`src/common/csb_settings.svh`:
```
`ifndef CSB_SETTINGS_SVH
`define CSB_SETTINGS_SVH

// Command framing
`define CSB_CMD_WORDS   8       // 32-bit words per layer command

// Command FIFO geometry
`define CSB_FIFO_DEPTH  32      // Room for four full commands
`define CSB_FIFO_AW     5       // log2 of the depth

// Output channels the engines finish in one pass over the surface
`define CSB_PARA        16

`endif
```
`src/common/csb_pkg.sv`:
```
`include "csb_settings.svh"

package csb_pkg;

    // Raw word as written by the host
    typedef logic [31:0] cmd_word_t;

    // Command fields
    typedef logic [2:0]  op_type_t;     // 1-3 conv, 4 max pool, 5 ave pool
    typedef logic [3:0]  stride_t;      // Step between output pixels
    typedef logic [15:0] count16_t;     // op_num, channel and surface sizes
    typedef logic [7:0]  side_t;        // Side length or kernel size

    // Addresses
    typedef logic [29:0] burst_addr_t;  // 16-byte burst units
    typedef logic [31:0] mem_addr_t;    // Plain byte address

    // FIFO fill level, one extra bit so a full FIFO can be told apart
    typedef logic [`CSB_FIFO_AW:0] fifo_cnt_t;

    // Sequencer states
    typedef enum logic [2:0] {
        idle    = 3'd0,     // Waiting for op enable
        collect = 3'd1,     // Pulling one command from the FIFO
        issue   = 3'd2,     // Fields valid, start goes out
        wait_op = 3'd3,     // Engine busy on the layer
        finish  = 3'd4      // FIFO drained, held until reset
    } csb_state_t;

endpackage

```
`src/common/csb_cmd_if.sv`:
```
`timescale 1ns/100ps

interface csb_cmd_if;
    import csb_pkg::*;

    // Decoded command, stable from start to op_done
    op_type_t   op_type;
    stride_t    stride;
    count16_t   op_num;
    count16_t   o_channel_size;
    side_t      o_side_size;
    count16_t   o_surf_size;
    side_t      kernel_size;
    mem_addr_t  weight_addr;
    mem_addr_t  data_addr;
    mem_addr_t  result_addr;
    logic       start;          // One cycle, fields valid

    // Completion back from execute
    logic       op_done;        // One cycle at end of the layer
    logic       skipped;        // Qualified by op_done

    modport dec (output op_type, stride, op_num, o_channel_size, o_side_size, o_surf_size,
                 kernel_size, weight_addr, data_addr, result_addr, start,
                 input  op_done, skipped);

    modport exe (input  op_type, stride, op_num, o_channel_size, o_side_size, o_surf_size,
                 kernel_size, weight_addr, data_addr, result_addr, start,
                 output op_done, skipped);

endinterface

```
`src/hdl/csb_top.sv`:
```
`timescale 1ns/100ps

module csb_top (
    input  logic                    clk,
    input  logic                    rst,
    input  logic                    i_op_en,
    input  logic                    i_cmd_wr,
    input  csb_pkg::cmd_word_t      i_cmd_data,
    output logic                    o_cmd_full,
    input  logic                    i_conv_valid,
    input  logic                    i_maxpool_valid,
    input  logic                    i_avepool_valid,
    output logic                    o_conv_ready,
    output logic                    o_maxpool_ready,
    output logic                    o_avepool_ready,
    output csb_pkg::burst_addr_t    o_data_addr,
    output csb_pkg::burst_addr_t    o_weight_addr,
    output csb_pkg::mem_addr_t      o_result_addr,
    output csb_pkg::count16_t       o_op_num,
    output csb_pkg::side_t          o_kernel_size,
    output csb_pkg::side_t          o_side_size,
    output logic                    o_engine_reset,
    output csb_pkg::count16_t       o_cmd_count,
    output csb_pkg::count16_t       o_skip_count,
    output csb_pkg::count16_t       o_out_count,
    output logic                    o_irq
);
    import csb_pkg::*;

    cmd_word_t  fifo_data;
    fifo_cnt_t  fifo_count;
    logic       fifo_empty;
    logic       fifo_rd;
    logic       out_pulse;      // One per accepted output pixel
    logic       finished;

    csb_cmd_if cmd_bus ();      // Decoded command, decode to execute

    cmd_fifo fifo_i (
        .clk(clk), .rst(rst),
        .i_wr(i_cmd_wr), .i_wdata(i_cmd_data), .i_rd(fifo_rd),
        .o_rdata(fifo_data), .o_count(fifo_count), .o_empty(fifo_empty), .o_full(o_cmd_full)
    );

    csb_decode dec_i (
        .clk(clk), .rst(rst), .i_op_en(i_op_en),
        .i_fifo_data(fifo_data), .i_fifo_count(fifo_count), .i_fifo_empty(fifo_empty),
        .o_fifo_rd(fifo_rd), .o_engine_reset(o_engine_reset), .o_finished(finished),
        .cmd(cmd_bus.dec)
    );

    csb_execute exe_i (
        .clk(clk), .rst(rst), .cmd(cmd_bus.exe),
        .i_conv_valid(i_conv_valid), .i_maxpool_valid(i_maxpool_valid),
        .i_avepool_valid(i_avepool_valid),
        .o_conv_ready(o_conv_ready), .o_maxpool_ready(o_maxpool_ready),
        .o_avepool_ready(o_avepool_ready),
        .o_data_addr(o_data_addr), .o_weight_addr(o_weight_addr), .o_result_addr(o_result_addr),
        .o_op_num(o_op_num), .o_kernel_size(o_kernel_size), .o_side_size(o_side_size),
        .o_out_pulse(out_pulse)
    );

    csb_result res_i (
        .clk(clk), .rst(rst),
        .i_out_pulse(out_pulse), .i_op_done(cmd_bus.op_done), .i_skipped(cmd_bus.skipped),
        .i_finished(finished),
        .o_cmd_count(o_cmd_count), .o_skip_count(o_skip_count), .o_out_count(o_out_count),
        .o_irq(o_irq)
    );

endmodule

```
`src/csb/csb_result.sv`:
```
`timescale 1ns/100ps

module csb_result (
    input  logic                clk,
    input  logic                rst,
    input  logic                i_out_pulse,
    input  logic                i_op_done,
    input  logic                i_skipped,
    input  logic                i_finished,
    output csb_pkg::count16_t   o_cmd_count,
    output csb_pkg::count16_t   o_skip_count,
    output csb_pkg::count16_t   o_out_count,
    output logic                o_irq
);
    import csb_pkg::*;

    count16_t cmd_cnt;
    count16_t skip_cnt;
    count16_t out_cnt;
    logic     irq;

    // Tallies since reset
    always_ff @(posedge clk or posedge rst) begin
        if (rst) begin
            cmd_cnt  <= '0;
            skip_cnt <= '0;
            out_cnt  <= '0;
            irq      <= 1'b0;
        end else begin
            if (i_op_done && !i_skipped)
                cmd_cnt <= cmd_cnt + 16'd1;     // Layer fully computed
            if (i_op_done && i_skipped)
                skip_cnt <= skip_cnt + 16'd1;   // Bad op code passed over
            if (i_out_pulse)
                out_cnt <= out_cnt + 16'd1;
            if (i_finished)
                irq <= 1'b1;                    // Sticky until reset
        end
    end

    assign o_cmd_count  = cmd_cnt;
    assign o_skip_count = skip_cnt;
    assign o_out_count  = out_cnt;
    assign o_irq        = irq;

endmodule

```
`src/csb/csb_execute.sv`:
```
`timescale 1ns/100ps
`include "csb_settings.svh"

module csb_execute (
    input  logic                    clk,
    input  logic                    rst,
    csb_cmd_if.exe                  cmd,
    input  logic                    i_conv_valid,
    input  logic                    i_maxpool_valid,
    input  logic                    i_avepool_valid,
    output logic                    o_conv_ready,
    output logic                    o_maxpool_ready,
    output logic                    o_avepool_ready,
    output csb_pkg::burst_addr_t    o_data_addr,
    output csb_pkg::burst_addr_t    o_weight_addr,
    output csb_pkg::mem_addr_t      o_result_addr,
    output csb_pkg::count16_t       o_op_num,
    output csb_pkg::side_t          o_kernel_size,
    output csb_pkg::side_t          o_side_size,
    output logic                    o_out_pulse
);
    import csb_pkg::*;

    side_t      width_cnt;      // Pixel within the current row
    count16_t   surf_cnt;       // Pixels done in this channel group
    count16_t   chan_cnt;       // First channel of the current group
    logic       acc;
    logic       row_end;
    logic       surf_end;
    logic       last_out;

    // Only the engine that holds ready is listened to
    assign acc = (o_conv_ready    & i_conv_valid)    |
                 (o_maxpool_ready & i_maxpool_valid) |
                 (o_avepool_ready & i_avepool_valid);
    assign o_out_pulse = acc;

    assign row_end  = (width_cnt + 8'd1) == cmd.o_side_size;
    assign surf_end = (surf_cnt + 16'd1) == cmd.o_surf_size;
    assign last_out = surf_end && ((chan_cnt + count16_t'(`CSB_PARA)) == cmd.o_channel_size);

    // Engine select, position counters and completion
    always_ff @(posedge clk or posedge rst) begin
        if (rst) begin
            o_conv_ready    <= 1'b0;
            o_maxpool_ready <= 1'b0;
            o_avepool_ready <= 1'b0;
            cmd.op_done     <= 1'b0;
            cmd.skipped     <= 1'b0;
            width_cnt       <= '0;
            surf_cnt        <= '0;
            chan_cnt        <= '0;
        end else begin
            cmd.op_done <= 1'b0;                    // Single-cycle pulse
            if (cmd.start) begin
                width_cnt   <= '0;
                surf_cnt    <= '0;
                chan_cnt    <= '0;
                cmd.skipped <= 1'b0;
                case (cmd.op_type)
                    3'd1, 3'd2, 3'd3: o_conv_ready    <= 1'b1;
                    3'd4:             o_maxpool_ready <= 1'b1;
                    3'd5:             o_avepool_ready <= 1'b1;
                    default: begin                  // Unknown op, retire it at once
                        cmd.op_done <= 1'b1;
                        cmd.skipped <= 1'b1;
                    end
                endcase
            end else if (acc) begin
                surf_cnt <= surf_cnt + 16'd1;
                if (row_end)
                    width_cnt <= '0;
                else
                    width_cnt <= width_cnt + 8'd1;
                if (surf_end) begin                 // Next group of channels
                    chan_cnt  <= chan_cnt + count16_t'(`CSB_PARA);
                    surf_cnt  <= '0;
                    width_cnt <= '0;
                end
                if (last_out) begin
                    o_conv_ready    <= 1'b0;
                    o_maxpool_ready <= 1'b0;
                    o_avepool_ready <= 1'b0;
                    cmd.op_done     <= 1'b1;
                end
            end
        end
    end

    // Address generation and latched command fields
    always_ff @(posedge clk) begin
        if (cmd.start) begin
            o_data_addr   <= cmd.data_addr[31:2];
            o_weight_addr <= cmd.weight_addr[31:2];
            o_result_addr <= cmd.result_addr;
            o_op_num      <= cmd.op_num;
            o_kernel_size <= cmd.kernel_size;
            o_side_size   <= cmd.o_side_size;
        end else if (acc) begin
            if (row_end)
                o_data_addr <= o_data_addr + {10'd0, cmd.op_num, 4'h0};    // Jump to next row
            else
                o_data_addr <= o_data_addr + {22'd0, cmd.stride, 4'h0};    // Stride step
        end
    end

endmodule

```
`src/csb/csb_decode.sv`:
```
`timescale 1ns/100ps
`include "csb_settings.svh"

module csb_decode (
    input  logic                clk,
    input  logic                rst,
    input  logic                i_op_en,
    input  csb_pkg::cmd_word_t  i_fifo_data,
    input  csb_pkg::fifo_cnt_t  i_fifo_count,
    input  logic                i_fifo_empty,
    output logic                o_fifo_rd,
    output logic                o_engine_reset,
    output logic                o_finished,
    csb_cmd_if.dec              cmd
);
    import csb_pkg::*;

    csb_state_t state;
    csb_state_t next_state;
    logic [3:0] rd_cnt;         // Reads issued for this command, 0 to 8
    logic       rd_dly;         // FIFO output holds a fresh word
    logic [2:0] rd_idx;         // Which word of the command that is
    logic       last_word;

    // Start reading only once a whole command sits in the FIFO, then run all eight
    assign o_fifo_rd = (state == collect) && (rd_cnt < 4'(`CSB_CMD_WORDS)) &&
                       ((rd_cnt != 4'd0) || (i_fifo_count >= fifo_cnt_t'(`CSB_CMD_WORDS)));

    assign last_word      = rd_dly && (rd_idx == 3'(`CSB_CMD_WORDS - 1));
    assign o_engine_reset = (state == idle) || (state == collect);
    assign o_finished     = (state == finish);

    always_ff @(posedge clk or posedge rst) begin
        if (rst)
            state <= idle;
        else
            state <= next_state;
    end

    always_comb begin
        next_state = state;
        case (state)
            idle:    if (i_op_en) next_state = collect;
            collect: if (last_word) next_state = issue;
            issue:   next_state = wait_op;              // Start is out this cycle
            wait_op: begin
                if (cmd.op_done)
                    next_state = i_fifo_empty ? finish : collect;
            end
            finish:  next_state = finish;               // Only reset leaves
            default: next_state = idle;
        endcase
    end

    // Read sequencing and the start pulse
    always_ff @(posedge clk or posedge rst) begin
        if (rst) begin
            rd_cnt    <= '0;
            rd_dly    <= 1'b0;
            rd_idx    <= '0;
            cmd.start <= 1'b0;
        end else begin
            if (state != collect)
                rd_cnt <= '0;                   // Fresh count for the next command
            else if (o_fifo_rd)
                rd_cnt <= rd_cnt + 4'd1;
            rd_dly    <= o_fifo_rd;
            rd_idx    <= rd_cnt[2:0];
            cmd.start <= (state == collect) && last_word;   // High during issue
        end
    end

    // Word parser, fields stay put until the next collect
    always_ff @(posedge clk) begin
        if (rd_dly) begin
            case (rd_idx)
                3'd0: begin
                    cmd.op_type <= i_fifo_data[2:0];
                    cmd.stride  <= i_fifo_data[11:8];
                    cmd.op_num  <= i_fifo_data[31:16];
                end
                3'd1: ;                         // Corner and side op_num copies
                3'd2: cmd.o_channel_size <= i_fifo_data[31:16];
                3'd3: begin
                    cmd.o_side_size <= i_fifo_data[15:8];
                    cmd.kernel_size <= i_fifo_data[23:16];
                end
                3'd4: cmd.o_surf_size <= i_fifo_data[31:16];
                3'd5: cmd.weight_addr <= i_fifo_data;
                3'd6: cmd.data_addr   <= i_fifo_data;
                3'd7: cmd.result_addr <= i_fifo_data;
                default: ;
            endcase
        end
    end

endmodule

```
`src/hdl/cmd_fifo.sv`:
```
`timescale 1ns/100ps
`include "csb_settings.svh"

module cmd_fifo (
    input  logic                clk,
    input  logic                rst,
    input  logic                i_wr,
    input  csb_pkg::cmd_word_t  i_wdata,
    input  logic                i_rd,
    output csb_pkg::cmd_word_t  o_rdata,
    output csb_pkg::fifo_cnt_t  o_count,
    output logic                o_empty,
    output logic                o_full
);
    import csb_pkg::*;

    cmd_word_t              mem [`CSB_FIFO_DEPTH];     // Circular storage
    logic [`CSB_FIFO_AW-1:0] wr_ptr;
    logic [`CSB_FIFO_AW-1:0] rd_ptr;
    fifo_cnt_t              count;
    logic                   wr_en;
    logic                   rd_en;

    assign o_empty = (count == '0);
    assign o_full  = (count == fifo_cnt_t'(`CSB_FIFO_DEPTH));
    assign o_count = count;

    assign wr_en = i_wr & ~o_full;      // Write to a full FIFO is lost
    assign rd_en = i_rd & ~o_empty;     // Read of an empty FIFO keeps old data

    // Pointers and fill level
    always_ff @(posedge clk or posedge rst) begin
        if (rst) begin
            wr_ptr <= '0;
            rd_ptr <= '0;
            count  <= '0;
        end else begin
            if (wr_en)
                wr_ptr <= wr_ptr + 1'b1;    // Wraps at depth
            if (rd_en)
                rd_ptr <= rd_ptr + 1'b1;
            case ({wr_en, rd_en})
                2'b10:   count <= count + 1'b1;
                2'b01:   count <= count - 1'b1;
                default: count <= count;    // Both or neither
            endcase
        end
    end

    // Storage and registered read port
    always_ff @(posedge clk) begin
        if (wr_en)
            mem[wr_ptr] <= i_wdata;
        if (rd_en)
            o_rdata <= mem[rd_ptr];         // Visible the cycle after the strobe
    end

endmodule

```
`config.mk`:
```
export PLATFORM = sky130hd
export DESIGN_NAME = csb_top
export DESIGN_NICKNAME = d
export VERILOG_FILES = /design/src/common/csb_pkg.sv /design/src/common/csb_cmd_if.sv /design/src/hdl/csb_top.sv /design/src/csb/csb_result.sv /design/src/csb/csb_execute.sv /design/src/csb/csb_decode.sv /design/src/hdl/cmd_fifo.sv
export VERILOG_INCLUDE_DIRS = /design/src /design/src/common
export SDC_FILE = /design/constraint.sdc
export NUM_CORES = 1
export LEC_CHECK = 0
export BUFFER_PORTS_ARGS = -buffer_cell sky130_fd_sc_hd__clkbuf_2
export CORE_MARGIN = 2
export CORE_UTILIZATION = 55
export DETAILED_ROUTE_END_ITERATION = 6
export PLACE_DENSITY = 0.74
export SETUP_SLACK_MARGIN = 0.5
export SLEW_MARGIN = 40
export SYNTH_ARGS = -nofsm -noshare
export SYNTH_HDL_FRONTEND = slang
export SYNTH_HIERARCHICAL = 1
export SYNTH_SLANG_ARGS = --single-unit
```
`constraint.sdc`:
```
create_clock -name clk -period 7.95 [get_ports clk]
set_clock_uncertainty 0.15 [all_clocks]
set_input_delay 1.1925 -clock clk [delete_from_list [all_inputs] [get_ports clk]]
set_output_delay 1.1925 -clock clk [all_outputs]
set_load 0.1 [all_outputs]
```
==> metrics.md, run 1 <==
| Metric | Value |
|---|---|
| Status | finished clean |
| Ys Warns | 6 |
| Post-layout nets | 3331 |
| Core area | 103100 um^2 |
| Crit. End Element | flop |
| Hold Vio Cnt, Final | 0 |
| Critical-path top delay cell | or4_1 |
| P&R area growth vs syn | 13.04% |
| Top achievable clock speed | 184.9 MHz |
| Setup TNS | 0 ns |
| Clk sinks | 1461 |
| Htree depth | 4 |
| Pin count of the biggest net entering global routing | 90 |
| CP cell instances | ha_1 > nand3_1 > xnor2_1 > or4_1 > a2111oi_4 > mux2_2 > ha_1 > inv_1 > fa_1 > nand2b_1 > a21oi_1 > nor2_1 > o211ai_1 > a41oi_1 > or3_1 > a31oi_1 |
| Max-slew violation count | 0 |
| Worst Hold Class | flop to flop |
| Setup violations, final | 0 |
| Site row count | 118 |
| Leak Pwr | 21.71 nW |
| Family with the most delay on the worst path | compound AO/OA/AOI/OAI gates |
| Routed vias | 30079 |
| Commonest non-fill, non-tap cell in the layout | edfxtp_1 |
| CTS tree | yes |
| Initial DRC count | 3885 |
| Mapped Cells | 2974 |
| CP Launch Type | flop |
| Antenna-violating nets left | 0 |
| Worst-Margin Slew | 0.8878 ns |
| Post-Syn Area | 56930 um^2 |
| Post-cts sizing count | 0 |
| Final Cycle Share | 68.01% |
| Clock transition at the registers of the reported paths | 0.06 ns |
| Pwr/cell area | 334.6 nW/um^2 |
| CP Class | flop to flop |
| Antenna violations before repair | 6 |
| Syn Nets | 3049 |
| DIE WIDTH | 325.7 um |
| Finished Cell Area | 64350 um^2 |
| Residual DRC | 0 |
| Most frequent cells in the layout | edfxtp_1, clkbuf_2, mux4_2 |
| Gr ovfl total | 0 |
| Area after DPL | 59760 um^2 |
| CTS buffer count | 143 |
| Worst-Skew Late Latency | 0.76 ns |
| Die ar. | 106100 um^2 |
| Mean Syn Cell Area | 19.14 um^2 |
| Root Buffer | clkbuf_16 |
| Final Hold Slack | 0.2664 ns |
| RSZ-0062 raised after global routing | no |
| Routability-driven placement congestion ratio | 0.8628 |
| CTS Buffer Depth | 3 |
| First-pass GRT wire length | 198700 um |
| CP arrival | 5.83 ns |
| Initial Util | 55.24% |
| CP most frequent cell | ha_1 |
| Max stage delay on crit path | 0.59 ns |
| Hold buffers post-CTS | 0 |
| Drt pass-1 iters | 5 |
| CP required | 8.37 ns |
| Rel. slew slack | 40.67% |
| Worst vdd ir | 0.0003204 V |
| Vias in the first global route | 30375 |
| WL final | 135300 um |
| Worst path bufs/invs | 1 |
| HPWL after detailed placement | 77200 um |
| Fin crit period | 5.407 ns |
| Total track usage | 25.52% |
| Number of placed I/O pins | 217 |
| Die height | 325.7 um |
| Routed len/inst | 28.49 um |
| Via/cell ratio | 6.334 |
| Worst-path fanout max | 9 |
| Layout cell share with drive strength beyond 1 | 23.02% |
| Post-CTS Setup Bufs | 0 |
| Port Buffers | 216 |
| Max Cap Viol | 0 |
-- worst reg2reg max path: cells and delay by family, from the launching register on --
family / cells / cell delay [ns]
xor+xnor: 1 / 0.17
compound gates: 5 / 1.69
buf+inv: 1 / 0.09
mux: 1 / 0.25
fa+ha+maj: 3 / 0.90
flops: 1 / 0.44
simple gates: 5 / 1.55
-- sequential cells by signal, indices dropped and copies added (netlist names), 30 cells and up --
signal,flops
exe_i/o_data_addr,30
fifo_i/o_rdata,32
exe_i/o_result_addr,32
dec_i/cmd.result_addr,32
dec_i/cmd.weight_addr,30
dec_i/cmd.data_addr,30
exe_i/o_weight_addr,30
fifo_i/mem,1024
-- power by group --
part / switching, mW / internal [mW] / total (mW)
registers: 0.581 / 9.16 / 9.74
clock network: 2.81 / 3.80 / 6.62
logic: 3.27 / 1.90 / 5.17
-- metal layers --
metal  global-route usage, %  share of wire, %  up-vias
li1                        -                 -    12649
met1                   34.69                38    15512
met2                   41.77                49     1616
met3                   4.847               9.0      298
met4                   9.076               3.3        4
met5                       0             0.017        -
-- path summary, 6_finish.rpt --
path / to / slack (ns) / startpoint / cells past startpoint
worst max register to register: exe_i/o_data_addr[22]$_DFFE_PP_ / 2.54 / exe_i/width_cnt[0]$_DFFE_PP0P_ / 16
worst min-delay path: exe_i/o_weight_addr[11]$_DFFE_PP_ / 0.27 / dec_i/cmd.weight_addr[13]$_DFFE_PP_ / 0
max in group asynchronous: exe_i/width_cnt[6]$_DFFE_PP0P_ / 6.68 / rst / 3
worst max-delay path: exe_i/o_data_addr[22]$_DFFE_PP_ / 2.54 / exe_i/width_cnt[0]$_DFFE_PP0P_ / 16
worst min register to register: exe_i/o_weight_addr[11]$_DFFE_PP_ / 0.27 / dec_i/cmd.weight_addr[13]$_DFFE_PP_ / 0
min in group asynchronous: fifo_i/wr_ptr[4]$_DFFE_PP0P_ / 0.37 / rst / 2
-- metrics by stage --
stage	worst slack, ns	std cells	util, %	power, mW
3_5_place_dp	2.723	4491	57.99	15.01
3_3_place_gp	2.485	4486	57.89	14.85
4_1_cts	2.618	4747	62.43	21.59
2_1_floorplan	2.749	2974	-	13.41
5_1_grt	2.277	4748	62.44	22.25
6_report	2.543	4749	62.44	21.53
-- layout make-up --
class                           count  area [um^2]
Tap cell                         1380         1727
Inverter                           40        152.6
Antenna cell                        2        5.005
Multi-Input combinational cell   1326        12900
Clock buffer                      184         3816
Fill cell                        7044        38700
Clock inverter                     72        760.7
Sequential cell                  1461        43300
Timing Repair Buffer              284         1692
Note: power is estimated with default switching activity, not from simulation.
==> run 2, diff against run 1 <==
--- a/config.mk
+++ b/config.mk
@@ -10,7 +10,7 @@
 export CORE_MARGIN = 2
 export CORE_UTILIZATION = 55
 export DETAILED_ROUTE_END_ITERATION = 6
-export PLACE_DENSITY = 0.74
+export PLACE_DENSITY = 0.77
 export SETUP_SLACK_MARGIN = 0.5
 export SLEW_MARGIN = 40
 export SYNTH_ARGS = -nofsm -noshare
==> constraint.sdc (replaced) <==
create_clock -name clk -period 4.4 [get_ports clk]
set_clock_uncertainty 0.15 [all_clocks]
set_input_delay 0.66 -clock clk [delete_from_list [all_inputs] [get_ports clk]]
set_output_delay 0.66 -clock clk [all_outputs]
set_load 0.1 [all_outputs]
==> metrics.md, run 2 (same netlist as run 1, synthesis figures left out) <==
| Metric | Value |
|---|---|
| Site row count | 118 (unchanged) |
| CP Depth | 16 (unchanged) |
| Worst Hold Class | input pin to flop |
| Gr ovfl total | 0 (unchanged) |
| Leak Pwr | 22.17 nW (+2.1%) |
| Via/cell ratio | 6.311 (-0.37%) |
| CP Launch Type | flop |
| Worst r2r path cells | 16 (unchanged) |
| Final Cycle Share | 98.46% (+30 points) |
| Worst path bufs/invs | 2 (+1) |
| Number of placed I/O pins | 217 (unchanged) |
| Port Buffers | 216 (unchanged) |
| First-pass GRT wire length | 199400 um (+0.38%) |
| Clk sinks | 1461 (unchanged) |
| RR Endpoint | exe_i/o_data_addr[29]$_DFFE_PP_ |
| Commonest non-fill, non-tap cell in the layout | edfxtp_1 |
| Final Util | 63.62% (+1.2 points) |
| Setup violations, final | 0 (unchanged) |
| Initial DRC count | 3809 (-2.0%) |
| Core area | 103100 um^2 (unchanged) |
| Hold Startpoint | i_op_en |
| CTS Buffer Depth | 3 (unchanged) |
| Drt pass-1 iters | 6 (+1) |
| Worst vdd ir | 0.0004785 V (+49%) |
| Routability-driven placement congestion ratio | 0.8893 (+3.1%) |
| Max FFs per register | 1024 (unchanged) |
| Reg2reg setup slack | 0.07 ns (-2.48 ns) |
| Worst-path fanout max | 6 (-3) |
| CP Class | flop to flop |
| P&R area growth vs syn | 15.17% |
| CP most frequent cell | ha_4 |
| Rel. slew slack | 44.27% (+3.6 points) |
| Antenna-violating nets left | 0 (unchanged) |
| Vias in the first global route | 30326 (-0.16%) |
| Root Buffer | clkbuf_16 |
| Setup TNS | 0 ns (unchanged) |
| Pin count of the biggest net entering global routing | 155 (+72%) |
| Routed len/inst | 28.31 um (-0.62%) |
| Routed vias | 30341 (+0.87%) |
| Crit. End Element | flop |
| CTS tree | yes |
| Pwr/cell area | 607.8 nW/um^2 (+82%) |
| CP arrival | 4.80 ns (-1.03 ns) |
| Most flops, register | fifo_i/mem |
| Max stage delay on crit path | 0.53 ns (-0.06 ns) |
| Residual DRC | 0 (unchanged) |
| RSZ-0062 raised after global routing | yes |
| Hold Vio Cnt, Final | 0 (unchanged) |
| Worst-Skew Late Latency | 0.76 ns (about the same) |
| Critical-path top delay cell | or4_4 |
| Die height | 325.7 um (unchanged) |
| WL final | 136100 um (+0.61%) |
| Crit path to | exe_i/o_data_addr[29]$_DFFE_PP_ |
| DIE WIDTH | 325.7 um (unchanged) |
| CP cell instances | ha_4 > nand3_4 > xnor2_1 > or4_4 > a2111oi_4 > buf_6 > mux2_4 > ha_4 > a211o_1 > o211ai_1 > a211oi_2 > o31a_1 > buf_4 > o21ai_2 > or4_1 > nand3_1 |
| Status | finished clean |
| Most frequent cells in the layout | edfxtp_1, clkbuf_2, mux4_2 |
| Family with the most delay on the worst path | simple AND/OR/NAND/NOR gates |
| Max Cap Viol | 0 (unchanged) |
| Die ar. | 106100 um^2 (unchanged) |
| Layout cell share with drive strength beyond 1 | 25.64% (+2.6 points) |
| Reg-to-Reg Start | exe_i/width_cnt[0]$_DFFE_PP0P_ |
| Clock transition at the registers of the reported paths | 0.07 ns (about the same) |
| Max-slew violation count | 0 (unchanged) |
| Fin crit period | 4.332 ns (-1.075 ns) |
| Worst-Margin Slew | 0.8340 ns (-0.05386 ns) |
| CP required | 4.87 ns (-3.50 ns) |
| Antenna violations before repair | 8 (+2) |
| Initial Util | 55.24% (unchanged) |
| CTS buffer count | 143 (unchanged) |
| Crit path from | exe_i/width_cnt[0]$_DFFE_PP0P_ |
| Post-layout nets | 3382 (+1.5%) |
| Top achievable clock speed | 230.8 MHz (+25%) |
| HPWL after detailed placement | 76150 um (-1.3%) |
| Total track usage | 25.68% (+0.16 points) |
| Htree depth | 4 (unchanged) |
==> run 2: cell count changes in the layout (fill, tap and decap cells not counted), sizes merged <==
cell,delta
a41oi,+1
buf,+49
bufinv,+2
clkbuf,-9
clkinv,+18
clkinvlp,-1
diode,+1
dlygate4sd3,+1
inv,-3
==> run 2: repair_timing <==
action,in CTS,in global routing
gates resized for setup,21,22
pin swaps,16,10
cloned,1,0
setup endpoints to repair,17,19
endpoints found under the hold margin,118,0
buffers inserted,6,5
hold buffers,1,0
==> run 2: where the power goes <==
part / total [mW] / leakage [nW] / switching, mW / internal [mW]
clock: 12.1 / 2.29 / 5.19 / 6.96
combinational: 10.0 / 6.18 / 6.19 / 3.82
sequential: 17.7 / 13.7 / 1.14 / 16.6
==> run 2: per-layer routing <==
layer	share of wire [%]	global-route usage, %
met1	38	34.99
met4	3.3	9.317
met3	9.6	5.152
met2	49	41.65
met5	0.041	0
==> run 2: worst reg2reg max path, stage by stage (launching register included) <==
cell and delay (ns):
dfrtp_1 0.41, ha_4 0.20, nand3_4 0.08, xnor2_1 0.13
or4_4 0.53, a2111oi_4 0.21, buf_6 0.19, mux2_4 0.33
ha_4 0.27, a211o_1 0.14, o211ai_1 0.13, a211oi_2 0.25
o31a_1 0.31, buf_4 0.20, o21ai_2 0.08, or4_1 0.50
nand3_1 0.08
==> run 2: cell type report <==
cell class                 instances  area (um^2)
tap                             1380         1727
antenna                            3        7.507
fill                            6921        37490
clock buffer                     175         3740
sequential                      1461        43300
multi-input combinational       1327        13280
clock inverter                    88        969.7
timing repair buffer             334         2396
inverter                          40        152.6
==> run 2: worst min path at each step <==
stage                                   endpoint  cells past startpoint  slack, ns
6_report              dec_i/state[0]$_DFFE_PP0P_                      4       0.14
5_1_grt               dec_i/state[0]$_DFFE_PP0P_                      4       0.14
4_1_cts               dec_i/state[0]$_DFFE_PP0P_                      4        0.1
3_5_place_dp   exe_i/o_result_addr[16]$_DFFE_PP_                      0       0.25
3_3_place_gp    exe_i/o_result_addr[1]$_DFFE_PP_                      0       0.25
2_1_floorplan   exe_i/o_kernel_size[0]$_DFFE_PP_                      0       0.25
==> run 2: metrics by stage <==
step | cells | total power [mW] | worst slack (ns) | hold WS (ns) | instance area (um^2)
3_5_place_dp | 4529 | 27.69 | -0.05491 | 0.2545 | 60540
4_1_cts | 4800 | 39.92 | 0.1277 | 0.09878 | 65430
5_1_grt | 4807 | 41.17 | -0.1185 | 0.1405 | 65560
3_3_place_gp | 4528 | 27.46 | -0.006532 | 0.2512 | 60520
6_report | 4808 | 39.85 | 0.06761 | 0.1391 | 65570
2_1_floorplan | 2974 | 24.34 | 0.08302 | 0.2503 | 57100
